`config.mk`:
```
export PLATFORM = sky130hd
export DESIGN_NAME = wro_shim
export DESIGN_NICKNAME = d
export VERILOG_FILES = /design/src/rtl/wro_pkg.sv /design/src/rtl/wro_filter_cam.sv /design/src/rtl/wro_order_ctrl.sv /design/src/rtl/wro_req_fifo.sv /design/src/rtl/wro_shim.sv /design/src/rtl/wro_tag_heap.sv
export VERILOG_INCLUDE_DIRS = /design/src /design/src/rtl
export SDC_FILE = /design/constraint.sdc
export NUM_CORES = 2
export LEC_CHECK = 0
export BUFFER_PORTS_ARGS = -buffer_cell sky130_fd_sc_hd__buf_4
export CAP_MARGIN = 20
export CORE_ASPECT_RATIO = 1.1
export CORE_MARGIN = 2
export CORE_UTILIZATION = 45
export DETAILED_ROUTE_END_ITERATION = 6
export GPL_ROUTABILITY_DRIVEN = 0
export SKIP_LAST_GASP = 1
export SLEW_MARGIN = 10
export SYNTH_ARGS = -nofsm -noshare
export SYNTH_HDL_FRONTEND = slang
export SYNTH_SLANG_ARGS = --single-unit
```
`constraint.sdc`:
```
create_clock -name clk -period 18.79 [get_ports clk]
set_input_delay 3.758 -clock clk [delete_from_list [all_inputs] [get_ports clk]]
set_output_delay 3.758 -clock clk [all_outputs]
set_load 0.02 [all_outputs]
```
`src/rtl/wro_consts.svh`:
```
// Sizing constants. Mdata must be wider than either tag and the buffer deeper than the margin
`ifndef WRO_CONSTS_SVH
`define WRO_CONSTS_SVH

// Request address and client mdata widths
`define WRO_ADDR_BITS 32
`define WRO_MDATA_BITS 16

// Width of the hashed address kept in the conflict filters
// Fewer bits save area but raise the rate of false conflicts
`define WRO_HASH_BITS 9

// Tags in flight per channel, reads usually need more for full bandwidth
`define WRO_RD_TAGS 80
`define WRO_WR_TAGS 48

// Input buffer depth and the free-slot margin that raises almost_full
`define WRO_BUF_ENTRIES 8
`define WRO_BUF_ALMOST_FULL 2

`endif

```
`src/rtl/wro_pkg.sv`:
```
// Shared types and the address hash. All widths are derived from wro_consts.svh
`include "wro_consts.svh"

package wro_pkg;

    typedef logic [`WRO_HASH_BITS-1:0]         hash_t;
    typedef logic [$clog2(`WRO_RD_TAGS)-1:0]   rd_tag_t;
    typedef logic [$clog2(`WRO_WR_TAGS)-1:0]   wr_tag_t;
    typedef logic [`WRO_ADDR_BITS-1:0]         addr_t;
    typedef logic [`WRO_MDATA_BITS-1:0]        mdata_t;

    // One channel of a client request
    typedef struct packed
    {
        logic   valid;
        logic   check_order;
        addr_t  addr;
        mdata_t mdata;
    } req_t;

    // Read and write requests that entered together travel as one buffer entry
    typedef struct packed
    {
        req_t rd;
        req_t wr;
    } req_pair_t;

    // Low mdata bits that the tag overwrites, saved per tag until the response
    typedef struct packed
    {
        rd_tag_t mdata;
    } rd_entry_t;

    typedef struct packed
    {
        wr_tag_t mdata;
    } wr_entry_t;

    localparam int HASH_SLICES = (`WRO_ADDR_BITS + `WRO_HASH_BITS - 1) / `WRO_HASH_BITS;

    // Fold the address by XOR of consecutive hash-wide slices, the top one zero padded
    function automatic hash_t addr_hash(input addr_t addr);
        logic [HASH_SLICES*`WRO_HASH_BITS-1:0] padded;
        hash_t h;
        padded = '0;
        padded[`WRO_ADDR_BITS-1:0] = addr;
        h = '0;
        for (int i = 0; i < HASH_SLICES; i++)
        begin
            h ^= padded[i*`WRO_HASH_BITS +: `WRO_HASH_BITS];
        end
        return h;
    endfunction

endpackage

```
`src/rtl/wro_filter_cam.sv`:
```
// Hash CAM indexed by tag. An index must be removed before it is inserted again
`timescale 1ns/1ps

module wro_filter_cam
    import wro_pkg::*;
#(
    parameter int N_BUCKETS = 64,
    parameter int N_TESTS   = 1
)
(
    input  logic                         clk,
    input  logic                         reset,
    input  hash_t [N_TESTS-1:0]          test_hash,
    input  logic  [N_TESTS-1:0]          test_en,
    output logic  [N_TESTS-1:0]          test_hit,
    input  logic                         insert_en,
    input  logic [$clog2(N_BUCKETS)-1:0] insert_idx,
    input  hash_t                        insert_hash,
    input  logic                         remove_en,
    input  logic [$clog2(N_BUCKETS)-1:0] remove_idx
);

    localparam int IDX_W = $clog2(N_BUCKETS);

    logic [N_BUCKETS-1:0] bucket_valid;
    hash_t                bucket_hash [N_BUCKETS];

    // Inserts are staged for one cycle before they land in a bucket
    // so the write side stays off the path of the issue decision
    logic                 pend_en;
    logic [IDX_W-1:0]     pend_idx;
    hash_t                pend_hash;

    // ====================
    // Test ports

    // Each test scans every bucket
    // The staged insert is compared too, it belongs to a request already issued
    always_comb
    begin
        for (int t = 0; t < N_TESTS; t++)
        begin
            test_hit[t] = pend_en && (pend_hash == test_hash[t]);
            for (int b = 0; b < N_BUCKETS; b++)
            begin
                test_hit[t] |= bucket_valid[b] && (bucket_hash[b] == test_hash[t]);
            end
            test_hit[t] &= test_en[t];
        end
    end

    // ====================
    // Bucket update

    always_ff @(posedge clk)
    begin
        if (reset)
        begin
            bucket_valid <= '0;
            pend_en      <= 1'b0;
        end
        else
        begin
            pend_en <= insert_en;
            if (pend_en)
            begin
                bucket_valid[pend_idx] <= 1'b1;
            end
            // Remove comes last and wins if a response retires a staged tag
            if (remove_en)
            begin
                bucket_valid[remove_idx] <= 1'b0;
            end
        end
    end

    always_ff @(posedge clk)
    begin
        pend_idx  <= insert_idx;
        pend_hash <= insert_hash;
        if (pend_en)
        begin
            bucket_hash[pend_idx] <= pend_hash;
        end
    end

endmodule

```
`src/rtl/wro_order_ctrl.sv`:
```
// Issue control for the buffer head. Filter hits must come from the same cycle's head hashes
`timescale 1ns/1ps

module wro_order_ctrl
    import wro_pkg::*;
(
    input  logic      clk,
    input  logic      reset,
    input  req_pair_t head,
    input  logic      head_valid,
    output logic      pop,
    output logic      clear_head_rd,
    input  logic      fiu_almost_full,
    input  logic      rd_test_hit,
    input  logic [1:0] wr_test_hit,
    input  logic      rd_not_full,
    input  logic      wr_not_full,
    input  rd_tag_t   rd_alloc_idx,
    input  wr_tag_t   wr_alloc_idx,
    output logic      rd_alloc,
    output logic      wr_alloc,
    output rd_entry_t rd_alloc_data,
    output wr_entry_t wr_alloc_data,
    output hash_t     test_rd_hash,
    output hash_t     test_wr_hash,
    output logic      fiu_rd_valid,
    output addr_t     fiu_rd_addr,
    output mdata_t    fiu_rd_mdata,
    output logic      fiu_wr_valid,
    output addr_t     fiu_wr_addr,
    output mdata_t    fiu_wr_mdata
);

    logic rd_live;
    logic wr_live;
    logic same_addr;
    logic rd_blocked;
    logic wr_blocked;
    logic issue_pair;
    logic issue_rd_only;

    assign test_rd_hash = addr_hash(head.rd.addr);
    assign test_wr_hash = addr_hash(head.wr.addr);

    assign rd_live = head_valid && head.rd.valid;
    assign wr_live = head_valid && head.wr.valid;

    // Read and write of one pair to the same address cannot share a cycle
    assign same_addr = rd_live && wr_live && (head.rd.addr == head.wr.addr);

    // wr_test_hit[0] is the read checked against live writes
    // wr_test_hit[1] and rd_test_hit are the write checked against live writes and reads
    assign rd_blocked = rd_live &&
                        (fiu_almost_full || !rd_not_full ||
                         (head.rd.check_order && wr_test_hit[0]));
    assign wr_blocked = wr_live &&
                        (fiu_almost_full || !wr_not_full ||
                         (head.wr.check_order && (rd_test_hit || wr_test_hit[1])));

    // Lockstep issue, either channel blocked holds the whole pair
    assign issue_pair    = (rd_live || wr_live) && !rd_blocked && !wr_blocked && !same_addr;
    // On an address clash the read goes alone and the write stays at the head
    assign issue_rd_only = same_addr && !rd_blocked;

    assign pop           = issue_pair;
    assign clear_head_rd = issue_rd_only;
    assign rd_alloc      = issue_rd_only || (issue_pair && rd_live);
    assign wr_alloc      = issue_pair && wr_live;

    // The heaps keep the mdata bits that the tags overwrite
    assign rd_alloc_data.mdata = head.rd.mdata[$bits(rd_tag_t)-1:0];
    assign wr_alloc_data.mdata = head.wr.mdata[$bits(wr_tag_t)-1:0];

    always_ff @(posedge clk)
    begin
        if (reset)
        begin
            fiu_rd_valid <= 1'b0;
            fiu_wr_valid <= 1'b0;
        end
        else
        begin
            fiu_rd_valid <= rd_alloc;
            fiu_wr_valid <= wr_alloc;
        end
    end

    // Tag goes in the low mdata bits, the upper bits pass unchanged
    always_ff @(posedge clk)
    begin
        fiu_rd_addr  <= head.rd.addr;
        fiu_rd_mdata <= {head.rd.mdata[$bits(mdata_t)-1:$bits(rd_tag_t)], rd_alloc_idx};
        fiu_wr_addr  <= head.wr.addr;
        fiu_wr_mdata <= {head.wr.mdata[$bits(mdata_t)-1:$bits(wr_tag_t)], wr_alloc_idx};
    end

endmodule

```
`src/rtl/wro_req_fifo.sv`:
```
// Pair buffer with a power-of-two depth. A push into a full buffer is lost, so heed almost_full
`timescale 1ns/1ps
`include "wro_consts.svh"

module wro_req_fifo
    import wro_pkg::*;
(
    input  logic      clk,
    input  logic      reset,
    input  logic      push,
    input  req_pair_t push_data,
    input  logic      pop,
    output req_pair_t head,
    output logic      head_valid,
    input  logic      clear_head_rd,
    output logic      almost_full
);

    localparam int DEPTH = `WRO_BUF_ENTRIES;
    localparam int PTR_W = $clog2(DEPTH);

    req_pair_t        mem [DEPTH];
    logic [PTR_W-1:0] wr_ptr;
    logic [PTR_W-1:0] rd_ptr;
    logic [PTR_W:0]   count;
    logic [PTR_W:0]   count_next;
    // Set once the read half of the head has left on its own
    logic             head_rd_done;

    assign count_next = count + (PTR_W+1)'(push) - (PTR_W+1)'(pop);
    assign head_valid = (count != '0);

    // The head is read straight from storage with the consumed read half masked off
    always_comb
    begin
        head = mem[rd_ptr];
        head.rd.valid = mem[rd_ptr].rd.valid && !head_rd_done;
    end

    always_ff @(posedge clk)
    begin
        if (reset)
        begin
            wr_ptr       <= '0;
            rd_ptr       <= '0;
            count        <= '0;
            head_rd_done <= 1'b0;
            almost_full  <= 1'b0;
        end
        else
        begin
            wr_ptr <= wr_ptr + PTR_W'(push);
            rd_ptr <= rd_ptr + PTR_W'(pop);
            count  <= count_next;
            // A new head always starts with its read half intact
            if (pop)
            begin
                head_rd_done <= 1'b0;
            end
            else if (clear_head_rd)
            begin
                head_rd_done <= 1'b1;
            end
            // Margin leaves room for the pairs already in flight from the client
            almost_full <= (count_next >= (PTR_W+1)'(DEPTH - `WRO_BUF_ALMOST_FULL));
        end
    end

    always_ff @(posedge clk)
    begin
        if (push)
        begin
            mem[wr_ptr] <= push_data;
        end
    end

endmodule

```
`src/rtl/wro_shim.sv`:
```
// Ordering shim top. The memory must return each response's mdata exactly as it was issued
`timescale 1ns/1ps
`include "wro_consts.svh"

module wro_shim
    import wro_pkg::*;
(
    input  logic   clk,
    input  logic   reset,
    input  logic   rd_req_valid,
    input  addr_t  rd_req_addr,
    input  mdata_t rd_req_mdata,
    input  logic   rd_req_check_order,
    input  logic   wr_req_valid,
    input  addr_t  wr_req_addr,
    input  mdata_t wr_req_mdata,
    input  logic   wr_req_check_order,
    output logic   almost_full,
    output logic   rd_rsp_valid,
    output mdata_t rd_rsp_mdata,
    output logic   wr_rsp_valid,
    output mdata_t wr_rsp_mdata,
    output logic   fiu_rd_valid,
    output addr_t  fiu_rd_addr,
    output mdata_t fiu_rd_mdata,
    output logic   fiu_wr_valid,
    output addr_t  fiu_wr_addr,
    output mdata_t fiu_wr_mdata,
    input  logic   fiu_almost_full,
    input  logic   fiu_rd_rsp_valid,
    input  mdata_t fiu_rd_rsp_mdata,
    input  logic   fiu_wr_rsp_valid,
    input  mdata_t fiu_wr_rsp_mdata
);

    req_pair_t push_data;
    req_pair_t head;
    logic      head_valid;
    logic      pop;
    logic      clear_head_rd;
    hash_t     test_rd_hash;
    hash_t     test_wr_hash;
    logic      rd_test_hit;
    logic [1:0] wr_test_hit;
    logic      rd_alloc;
    logic      wr_alloc;
    rd_entry_t rd_alloc_data;
    wr_entry_t wr_alloc_data;
    rd_entry_t rd_saved;
    wr_entry_t wr_saved;
    rd_tag_t   rd_alloc_idx;
    wr_tag_t   wr_alloc_idx;
    logic      rd_not_full;
    logic      wr_not_full;
    rd_tag_t   rd_rsp_tag;
    wr_tag_t   wr_rsp_tag;
    // Upper response mdata waits one cycle for the heap read
    logic [$bits(mdata_t)-$bits(rd_tag_t)-1:0] rd_rsp_upper;
    logic [$bits(mdata_t)-$bits(wr_tag_t)-1:0] wr_rsp_upper;

    // ====================
    // Request side

    assign push_data = '{rd: '{rd_req_valid, rd_req_check_order, rd_req_addr, rd_req_mdata},
                         wr: '{wr_req_valid, wr_req_check_order, wr_req_addr, wr_req_mdata}};

    wro_req_fifo i_fifo (
        .clk, .reset, .push(rd_req_valid || wr_req_valid), .push_data, .pop,
        .head, .head_valid, .clear_head_rd, .almost_full
    );

    // Read filter holds live reads and is checked by the write
    wro_filter_cam #(.N_BUCKETS(`WRO_RD_TAGS), .N_TESTS(1)) i_rd_filter (
        .clk, .reset, .test_hash(test_wr_hash), .test_en(head.wr.valid),
        .test_hit(rd_test_hit), .insert_en(rd_alloc), .insert_idx(rd_alloc_idx),
        .insert_hash(test_rd_hash), .remove_en(fiu_rd_rsp_valid), .remove_idx(rd_rsp_tag)
    );

    // Write filter holds live writes and is checked by both halves
    wro_filter_cam #(.N_BUCKETS(`WRO_WR_TAGS), .N_TESTS(2)) i_wr_filter (
        .clk, .reset, .test_hash({test_wr_hash, test_rd_hash}),
        .test_en({head.wr.valid, head.rd.valid}), .test_hit(wr_test_hit),
        .insert_en(wr_alloc), .insert_idx(wr_alloc_idx), .insert_hash(test_wr_hash),
        .remove_en(fiu_wr_rsp_valid), .remove_idx(wr_rsp_tag)
    );

    wro_tag_heap #(.entry_t(rd_entry_t), .N_ENTRIES(`WRO_RD_TAGS)) i_rd_heap (
        .clk, .reset, .alloc(rd_alloc), .alloc_data(rd_alloc_data), .not_full(rd_not_full),
        .alloc_idx(rd_alloc_idx), .read_idx(rd_rsp_tag), .read_data(rd_saved),
        .free(fiu_rd_rsp_valid), .free_idx(rd_rsp_tag)
    );

    wro_tag_heap #(.entry_t(wr_entry_t), .N_ENTRIES(`WRO_WR_TAGS)) i_wr_heap (
        .clk, .reset, .alloc(wr_alloc), .alloc_data(wr_alloc_data), .not_full(wr_not_full),
        .alloc_idx(wr_alloc_idx), .read_idx(wr_rsp_tag), .read_data(wr_saved),
        .free(fiu_wr_rsp_valid), .free_idx(wr_rsp_tag)
    );

    wro_order_ctrl i_ctrl (
        .clk, .reset, .head, .head_valid, .pop, .clear_head_rd, .fiu_almost_full,
        .rd_test_hit, .wr_test_hit, .rd_not_full, .wr_not_full, .rd_alloc_idx, .wr_alloc_idx,
        .rd_alloc, .wr_alloc, .rd_alloc_data, .wr_alloc_data, .test_rd_hash, .test_wr_hash,
        .fiu_rd_valid, .fiu_rd_addr, .fiu_rd_mdata, .fiu_wr_valid, .fiu_wr_addr, .fiu_wr_mdata
    );

    // ====================
    // Response side

    // The tag rides in the low mdata bits of each response
    assign rd_rsp_tag = fiu_rd_rsp_mdata[$bits(rd_tag_t)-1:0];
    assign wr_rsp_tag = fiu_wr_rsp_mdata[$bits(wr_tag_t)-1:0];

    always_ff @(posedge clk)
    begin
        if (reset)
        begin
            rd_rsp_valid <= 1'b0;
            wr_rsp_valid <= 1'b0;
        end
        else
        begin
            rd_rsp_valid <= fiu_rd_rsp_valid;
            wr_rsp_valid <= fiu_wr_rsp_valid;
        end
    end

    always_ff @(posedge clk)
    begin
        rd_rsp_upper <= fiu_rd_rsp_mdata[$bits(mdata_t)-1:$bits(rd_tag_t)];
        wr_rsp_upper <= fiu_wr_rsp_mdata[$bits(mdata_t)-1:$bits(wr_tag_t)];
    end

    // Saved low bits from the heap replace the tag
    assign rd_rsp_mdata = {rd_rsp_upper, rd_saved.mdata};
    assign wr_rsp_mdata = {wr_rsp_upper, wr_saved.mdata};

endmodule

```
`src/rtl/wro_tag_heap.sv`:
```
// Tag allocator with payload storage. Freeing an idle tag or allocating while full is not checked
`timescale 1ns/1ps

module wro_tag_heap #(
    parameter type entry_t   = logic,
    parameter int  N_ENTRIES = 16
)
(
    input  logic                         clk,
    input  logic                         reset,
    input  logic                         alloc,
    input  entry_t                       alloc_data,
    output logic                         not_full,
    output logic [$clog2(N_ENTRIES)-1:0] alloc_idx,
    input  logic [$clog2(N_ENTRIES)-1:0] read_idx,
    output entry_t                       read_data,
    input  logic                         free,
    input  logic [$clog2(N_ENTRIES)-1:0] free_idx
);

    localparam int IDX_W = $clog2(N_ENTRIES);

    // One bit per tag, the free list is every tag whose bit is clear
    logic [N_ENTRIES-1:0] busy;
    entry_t               payload [N_ENTRIES];

    // ====================
    // Allocation

    // Offer the lowest free tag
    always_comb
    begin
        alloc_idx = '0;
        for (int i = N_ENTRIES - 1; i >= 0; i--)
        begin
            if (!busy[i])
            begin
                alloc_idx = IDX_W'(i);
            end
        end
    end

    assign not_full = ~&busy;

    // A tag freed at an edge is offered again right after it
    always_ff @(posedge clk)
    begin
        if (reset)
        begin
            busy <= '0;
        end
        else
        begin
            if (alloc)
            begin
                busy[alloc_idx] <= 1'b1;
            end
            if (free)
            begin
                busy[free_idx] <= 1'b0;
            end
        end
    end

    // ====================
    // Payload

    // Read is registered, the data follows one cycle after read_idx
    always_ff @(posedge clk)
    begin
        if (alloc)
        begin
            payload[alloc_idx] <= alloc_data;
        end
        read_data <= payload[read_idx];
    end

endmodule

```
==> run summary <==
fraction of layout cells with a size suffix above 1 = 14.4%
Compound-Gate Fraction of Synth Area = 6.95%
XOR/XNOR Fraction of Synth Area = 12.8%
die area = 0.313 mm2
Post-Synth Simple-Gate Area = 6.52%
filler cell count = 25400
# rows = 213
CP Cell Sequence = buf_4, buf_4, buf_4, mux4_2, mux2i_4, xnor2_4, buf_4, buf_12, inv_2, buf_4, buf_4, xnor2_1, o211ai_1, nor4_1, a22oi_1, nor4b_1, o2111ai_1, nor4_2, nand2_1, a211oi_4, buf_4, nand2_1, nor4_1
gr ovfl total = 0
final-report hold violation count = 0
number of synthesized flops with an enable pin = 2800
CP Max Fanout = 55
IO Pins = 270
final worst-path cycle share = 59.1%
top post-synthesis cells by area = edfxtp_1 (61%), xnor2_1 (7.2%), dfxtp_1 (6.0%)
core footprint = 0.306 mm2
Final ANT Viol Nets = 0
post-CTS setup buffers = 0
ys async rst share = 0%
DR pass1 iterations = 6
P_leak = 49.8 nW
post_cts resized = 0
syn_nets = 9506
DR vias/cell = 6.04
register bit total from synthesis = 3218
Top FF cell, synth = edfxtp_1
RSZ-0062 raised after global routing = false
Clock Sinks = 3218
area growth from synthesis to layout = 13.1%
Port Buffer Count = 269
first-pass GRT wire length = 616000 um
endpoint type of the worst setup path = flip-flop
Worst Hold Class = flip-flop to flip-flop
WP buf/inv = 9
Unique masters post-synth = 85
cell family with most CP delay = buffers and inverters
Peak VDD IR = 0.235 mV
cell area after synthesis = 0.139 mm2
Avg Cell Area, Syn = 14.8 um2
adder-cell share of the synthesized area = 0.0956%
crit-path most repeated cell = buf_4
antenna violations before repair = 34
CTS root buffer = clkbuf_16
CP max stage delay = 960 ps
drt drc = 0
post-synth top area share = 60.6%
total CTS buffers = 334
Die Width = 533 um
WL final = 435000 um
clock-pin slew on the worst setup and hold paths = 60 ps
status = finished, final reports clean
GR Util All Layers = 27.2%
main combinational cell family by area after synthesis = XOR/XNOR gates
startpoint types = flip-flop
vias in the first global route = 83900
max-cap violations = 0
clk_lat worst skew = 940 ps
setup TNS = 0 ps
routed len/inst = 30.9 um
CTS tree = yes
post-synthesis mux area share = 4.98%
via count = 85000
Layout Nets = 9830
cell count after synthesis = 9359
# setup viols final = 0
Cell Pwr Density = 161 mW/mm2
clk buf depth = 4
Max Slew Vio Count = 0
CP max-delay cell = dfxtp_4
DPL Wire Length = 267000 um
yosys synthesis warning count = 0
final core utilization = 51.2%
Period minus WS final = 11100 ps
dominant cell type by area after synthesis = edfxtp_1
hold buffer count at CTS = 0
largest net degree at the start of global routing = 145
final setup skew = 43.8 ps
H-tree Lvls = 5
post-synthesis sequential area ratio = 66.6%
CP arrival = 11640 ps
Slew @ Worst Pin = 1220 ps
Rel. slew slack = 18.9%
CP Data Required Time = 19340 ps
First DRT Iteration DRCs = 10500
Setup Crit Path Kind = flip-flop to flip-flop
Initial Util = 45.3%
Fmax = 0.0901 GHz
reg2reg setup slack = 7690 ps
chip height = 586 um
[cell families (layout without fill, tap and decap cells)]
family / count (synthesis) / count (layout)
AOI/OAI and AO/OA: 1360 / 1360
xor gates and xnor gates: 2013 / 2013
adders and majority gates: 10 / 10
muxes: 385 / 385
DFF: 3218 / 3218
other: 0 / 15
buffers and inverters: 613 / 1224
and+or+nand+nor: 1760 / 1760
[layer usage]
layer	vias up	part of all wire, %	global-route usage, %
met5	-	0.039	0
met4	24	3.5	9.03
met3	753	9.0	5.26
met2	4138	47	43.5
met1	43900	41	37.2
li1	36200	-	-
[worst paths after layout]
kind | depth (start not counted) | start | end
setup reg to reg | 23 | i_fifo.rd_ptr[1] | i_wr_heap.payload[40][4]
hold reg to reg | 0 | i_wr_filter.pend_hash[4] | i_wr_filter.bucket_hash[0][4]
setup / recovery | 23 | i_fifo.rd_ptr[1] | i_wr_heap.payload[40][4]
hold / removal | 0 | i_wr_filter.pend_hash[4] | i_wr_filter.bucket_hash[0][4]
[state kept, by name, summed over array words and instances (netlist names), 32 cells and up]
signal and cells:
i_wr_heap.busy 48, i_fifo.mem 800, i_wr_filter.bucket_valid 48, i_wr_heap.payload 288
i_wr_filter.bucket_hash 432, i_rd_filter.bucket_valid 80, i_ctrl.fiu_rd_addr 32, i_rd_heap.busy 80
i_ctrl.fiu_wr_addr 32, i_rd_filter.bucket_hash 720, i_rd_heap.payload 560
[layout by cell type (no fill, tap or decap), drive strengths merged, types with 22 or more instances in the layout]
cell,synthesis,routed
a41oi,41,41
and3,54,54
o2111ai,59,59
o21a,166,166
nand4,222,222
nor3,205,205
and2,44,44
mux2,70,70
a21boi,41,41
buf,292,509
mux2i,82,82
mux4,233,233
a221oi,77,77
or3,41,41
o211ai,32,32
clkbuf,230,472
nand4b,22,22
nand2,315,315
or4,42,42
xor2,857,857
inv,91,106
a22oi,275,275
dfxtp,418,418
a31oi,66,66
a22o,60,60
a21oi,177,177
nor2b,49,49
nand3,113,113
xnor2,1148,1148
a211oi,82,82
edfxtp,2800,2800
o21ai,174,174
nor2,401,401
nor4,185,185
clkinv,0,109
[stage by stage]
| step | total power, mW | std cells | cell area (um2) | hold WS [ps] | worst slack (ps) |
|---|---|---|---|---|---|
| after detailed placement | 18.6 | 13400 | 146000 | 440 | 7640 |
| after CTS | 25.3 | 14100 | 157000 | 454 | 7570 |
| after global routing | 26.1 | 14100 | 157000 | 471 | 7240 |
| after floorplan | 15.1 | 9359 | 139000 | 433 | 3890 |
| final | 25.3 | 14100 | 157000 | 458 | 7690 |
| after global placement | 18.6 | 13400 | 146000 | 435 | 7820 |
[area by class of cell]
type                       count  area, um2  share of cell area, %
clock inverter               152       1480                  0.946
timing repair buffer         510       3930                   2.50
antenna                       15       37.5                 0.0239
multi-input combinational   5528      44000                   28.0
tap                         4085       5110                   3.26
sequential                  3218      92500                   59.0
clock buffer                 471       9460                   6.03
inverter                      91        347                  0.221
[cell usage after synthesis, types with 12 or more instances]
master     count
a31oi_1       66
inv_1         84
o21a_1       166
and2_1        39
mux2_2        70
buf_1         78
o41ai_1       12
buf_4         68
a22oi_1      275
nor4_1       184
or3_1         41
nand2_1      315
o21ai_0      172
buf_2        139
nor2b_1       49
dfxtp_1      418
nor4b_1       16
a221oi_1      77
and3_1        54
edfxtp_1    2800
o22ai_1       16
nor2_1       400
a41oi_1       41
nand4_1      222
nand2b_1      16
clkbuf_1     230
xnor2_1     1143
a21boi_0      41
a22o_1        60
mux4_2       233
a21oi_1      177
xor2_1       857
nor3_1       205
or4_1         42
nand4b_1      22
mux2i_1       77
nand3_1      113
a2111oi_0     16
o211ai_1      32
o2111ai_1     59
a211oi_1      81
[worst register-to-register path: cells and delay by family, from the launching register on]
family / cells / cell delay (ps)
simple gates: 6 / 2640
flops: 1 / 960
mux: 2 / 860
xor+xnor: 2 / 330
buf+inv: 9 / 4620
compound gates: 4 / 1280
[report_power, final]
group | leakage [nW] | switching, mW | internal (mW)
logic | 15.7 | 6.47 | 3.07
registers | 28.7 | 0.358 | 8.74
clock network | 5.37 | 2.83 | 3.82
No activity file was read; power rests on OpenSTA's default activity.
